===== config.mk =====
export PLATFORM = sky130hd
export DESIGN_NAME = response_merge
export DESIGN_NICKNAME = d
export VERILOG_FILES = /design/src/hw/bus_pkg.sv /design/src/hw/map_pkg.sv /design/src/hw/response_merge.sv
export SDC_FILE = /design/constraint.sdc
export NUM_CORES = 1
export LEC_CHECK = 0
export BUFFER_PORTS_ARGS = -buffer_cell sky130_fd_sc_hd__buf_2
export CAP_MARGIN = 30
export CORE_ASPECT_RATIO = 1.2
export CORE_MARGIN = 3
export CORE_UTILIZATION = 39
export CTS_BUF_LIST = sky130_fd_sc_hd__clkbuf_16
export CTS_CLUSTER_DIAMETER = 60
export CTS_CLUSTER_SIZE = 24
export DETAILED_ROUTE_END_ITERATION = 10
export HOLD_SLACK_MARGIN = 0.08
export PLACE_DENSITY = 0.81
export SYNTH_ARGS = -nofsm -noshare
export SYNTH_HDL_FRONTEND = slang
export SYNTH_SLANG_ARGS = --single-unit

===== constraint.sdc =====
create_clock -name clk -period 1.9 [get_ports clk]
set_clock_uncertainty 0.05 [all_clocks]
set_input_delay 0.38 -clock clk [delete_from_list [all_inputs] [get_ports clk]]
set_output_delay 0.38 -clock clk [all_outputs]
set_load 0.1 [all_outputs]

===== src/hw/bus_pkg.sv =====
package bus_pkg;

   // bus widths
   localparam int addr_w = 32;
   localparam int data_w = 32;
   localparam int strb_w = data_w / 8;
   localparam int id_w   = 4;

   typedef enum logic [0:0]
   {
      op_read  = 1'b0,
      op_write = 1'b1
   } op_e;

   // one request per strobe, 73 bits
   typedef struct packed
   {
      op_e               op;
      logic [id_w-1:0]   id;
      logic [addr_w-1:0] addr;
      logic [data_w-1:0] wdata;
      logic [strb_w-1:0] wstrb;
   } bus_req_t;

   // one response per request, 38 bits
   typedef struct packed
   {
      op_e               op;
      logic [id_w-1:0]   id;
      logic              err;
      logic [data_w-1:0] rdata;
   } bus_rsp_t;

endpackage


===== src/hw/map_pkg.sv =====
package map_pkg;

   import bus_pkg::*;

   // encoding doubles as the sel bit index
   typedef enum logic [1:0]
   {
      tgt_ram  = 2'd0,
      tgt_vga  = 2'd1,
      tgt_peri = 2'd2,
      tgt_none = 2'd3
   } target_e;

   // default window map
   localparam logic [addr_w-1:0] ram_base_d  = 32'h1c00_0000;
   localparam logic [addr_w-1:0] vga_base_d  = 32'h0001_0000;
   localparam logic [addr_w-1:0] peri_base_d = 32'h0002_0000;

   localparam int ram_bits_d  = 16;
   localparam int vga_bits_d  = 11;
   localparam int peri_bits_d = 16;

   // word offset wide enough for the largest window
   localparam int off_w = 14;

   typedef struct packed
   {
      bus_req_t         req;
      target_e          tgt;
      logic [off_w-1:0] offset;
   } dec_req_t;

endpackage


===== src/hw/response_merge.sv =====
`timescale 1ns/10ps

module response_merge
   import bus_pkg::*;
   import map_pkg::*;
(
   input  logic              clk,
   input  logic              resetn,
   input  logic              dec_valid,
   input  dec_req_t          dec,
   input  logic [data_w-1:0] ram_rdata,
   input  logic [data_w-1:0] vga_rdata,
   input  logic [data_w-1:0] peri_rdata,
   output logic              rsp_valid,
   output bus_rsp_t          rsp
);

   logic              valid_q;
   dec_req_t          dec_q;
   logic [data_w-1:0] win_rdata;

   // copy of the request in step with the window read
   always_ff @(posedge clk)
   begin
      if (!resetn)
      begin
         valid_q   <= 1'b0;
         rsp_valid <= 1'b0;
      end
      else
      begin
         valid_q   <= dec_valid;
         rsp_valid <= valid_q;
      end
   end

   always_ff @(posedge clk)
   begin
      if (dec_valid)
      begin
         dec_q <= dec;
      end
   end

   always_comb
   begin
      case (dec_q.tgt)
         tgt_ram:  win_rdata = ram_rdata;
         tgt_vga:  win_rdata = vga_rdata;
         tgt_peri: win_rdata = peri_rdata;
         default:  win_rdata = '0;
      endcase
   end

   always_ff @(posedge clk)
   begin
      if (valid_q)
      begin
         rsp.op    <= dec_q.req.op;
         rsp.id    <= dec_q.req.id;
         rsp.err   <= (dec_q.tgt == tgt_none);
         rsp.rdata <= (dec_q.req.op == op_read) ? win_rdata : '0;
      end
   end

   // an error response carries no data
   a_err_nodata: assert property (@(posedge clk) disable iff (!resetn)
      rsp_valid && rsp.err |-> rsp.rdata == '0);

endmodule


==> metrics <==
final wirelength 6080 microns; DRT Pass-1 Iters 4; first-pass GRT wire length 9600 microns; yosys warns 0; final net count 524; Yosys top cell by area edfxtp_1; largest net degree at the start of global routing 52; Num CTS Buffers 5; worst-path maximum fanout 51; number of I/O pins 227; slowest library cell on the worst path edfxtp_1; clk sinks 47; final setup fails 0; CTS tree done; Post-DP HPWL 4680 microns; most common cell after layout, fill and taps aside buf_2; initial core utilization 41.2%; Tmin final 1580 ps; crit share post-route 83.4%; Worst Hold Class in2reg; Final Hold Fails 0; Required @ worst endpoint 1870 ps; storage element area 1390 sq um; fill count 585; most frequent cells in the layout 144 x buf_2, 56 x a211oi_2, 45 x edfxtp_1, 32 x nand2b_1, 32 x nor2b_1; VDD IR-drop max 0.614 mV; post-CTS sizing 0; Critical Path AT 1560 ps; top-area cell type share of the netlist area 49.9%; cells after synthesis 198; total grt overflow 0; Synth Area per Inst 13.7 sq um; CTS Buffer Depth 2; top cells by area, synth edfxtp_1 50%, a211oi_2 26%, nand2b_1 7.4%, nor2b_1 7.4%, a211oi_1 2.2%; RSZ-0062 raised after global routing no; PwrDens 808 nW/um^2; DRT iter0 DRCs 45; DRT antenna net count 0; post-layout worst setup margin 316 ps; fmax 631 MHz; Max stage delay on crit path 570 ps; Post-CTS Hold Buffers 0; Final Max Tran Viols 0; Max Cap Violations 0; slew margin rel. 65.2%; Leak 1.44 nW; Die H 97.3 microns; FP Rows 32; setup TNS 0 ps; layout cells sized above 1 64.1%; initial antenna violation count 0; Layout area overhead 35.3%; Worst setup SP type flop; post-synth net total 386; most frequent CP cell a211oi_2; Die W 82.0 microns; number of antenna repair diodes 0; DRC 0; Reg clk slew, reported paths 70 ps; GPL Wtd Cong 0.726; total power 2.96 mW; clk_lat worst skew 280 ps; CTS Root Cell clkbuf_16; outcome finished, final reports clean; Multi-input gate area 1180 sq um; Cell Area, Synth 2710 sq um; vias 2047; pre-CTS setup slack 318 ps; WP buf/inv 1; Total GRT Usage 15.3%; Core Area 6570 sq um; Synth Register Bits 47; vias in the first global route 2007; Vias/cell 4.85; count of input and output buffers 144; critical path class reg2reg; CP endpoint kind flop; Synth cell types 13; CP Cell Sequence buf_12 > nor2b_1 > a211oi_2 > a211oi_2; CP top delay family flip-flops; die area 7980 sq um; Post-CTS Setup Bufs 0; register area share after synthesis 51.4%; Worst-Margin Slew 525 ps; DR WL/cell 14.4 microns; H-tree depth 2
[worst paths after layout]
| kind | startpoint | end | slack, ps | cells past startpoint |
|---|---|---|---|---|
| hold reg to reg | dec_q[86] | rsp[35] | 380 | 0 |
| setup / recovery | dec_q[14] | rsp[13] | 320 | 4 |
| setup reg to reg | dec_q[14] | rsp[13] | 320 | 4 |
| hold / removal | dec[87] | dec_q[87] | 220 | 1 |
[Yosys cell counts]
cell type	n
a211oi_2	56
clkbuf_4	1
buf_6	1
nand2b_1	32
buf_8	3
edfxtp_1	45
and2_1	3
buf_4	1
a211oi_1	8
dfxtp_1	2
clkbuf_1	5
nor2b_1	32
buf_2	9
[power breakdown]
group | total, mW | leakage [nW] | internal, mW | switching, mW
sequential | 1.24 | 0.453 | 1.21 | 0.0251
clock | 0.862 | 0.0746 | 0.494 | 0.368
combinational | 0.857 | 0.916 | 0.267 | 0.589
total | 2.96 | 1.44 | 1.98 | 0.983
[routing by layer]
layer	track usage (%)	vias up	wire (microns)	share of wire, %
met1	20.3	908	2540	42
met4	4.22	0	48	0.79
met2	24.0	111	2750	45
met5	0	-	0	0
li1	-	1026	-	-
met3	4.92	2	750	12
[area by class of cell]
| class | instances | share of cell area (%) |
|---|---|---|
| Timing Repair Buffer | 151 | 22.8 |
| Sequential cell | 47 | 38.0 |
| Clock buffer | 5 | 3.42 |
| Clock inverter | 3 | 0.615 |
| Tap cell | 85 | 2.90 |
| Multi-Input combinational cell | 131 | 32.2 |
[sequential cells by signal (all words and copies together) (netlist names)]
register,flops
dec_q,7
rsp,38
rsp_valid,1
valid_q,1
[metrics by stage]
step                      utilization, %  area [sq um]  cells  hold WS, ps
after floorplan                        -          2710    198          350
after global placement              53.5          3510    414          351
after detailed placement            53.5          3510    414          365
after CTS                           55.8          3660    422          212
after global routing                55.8          3660    422          207
final                               55.8          3660    422          217
[cell families after synthesis]
family,share of synthesized area [%]
AND/OR/NAND/NOR,15.5
flip-flops,51.4
buffers and inverters,4.99
AO/OA/AOI/OAI,28.1
(Power assumes the default switching activity.)
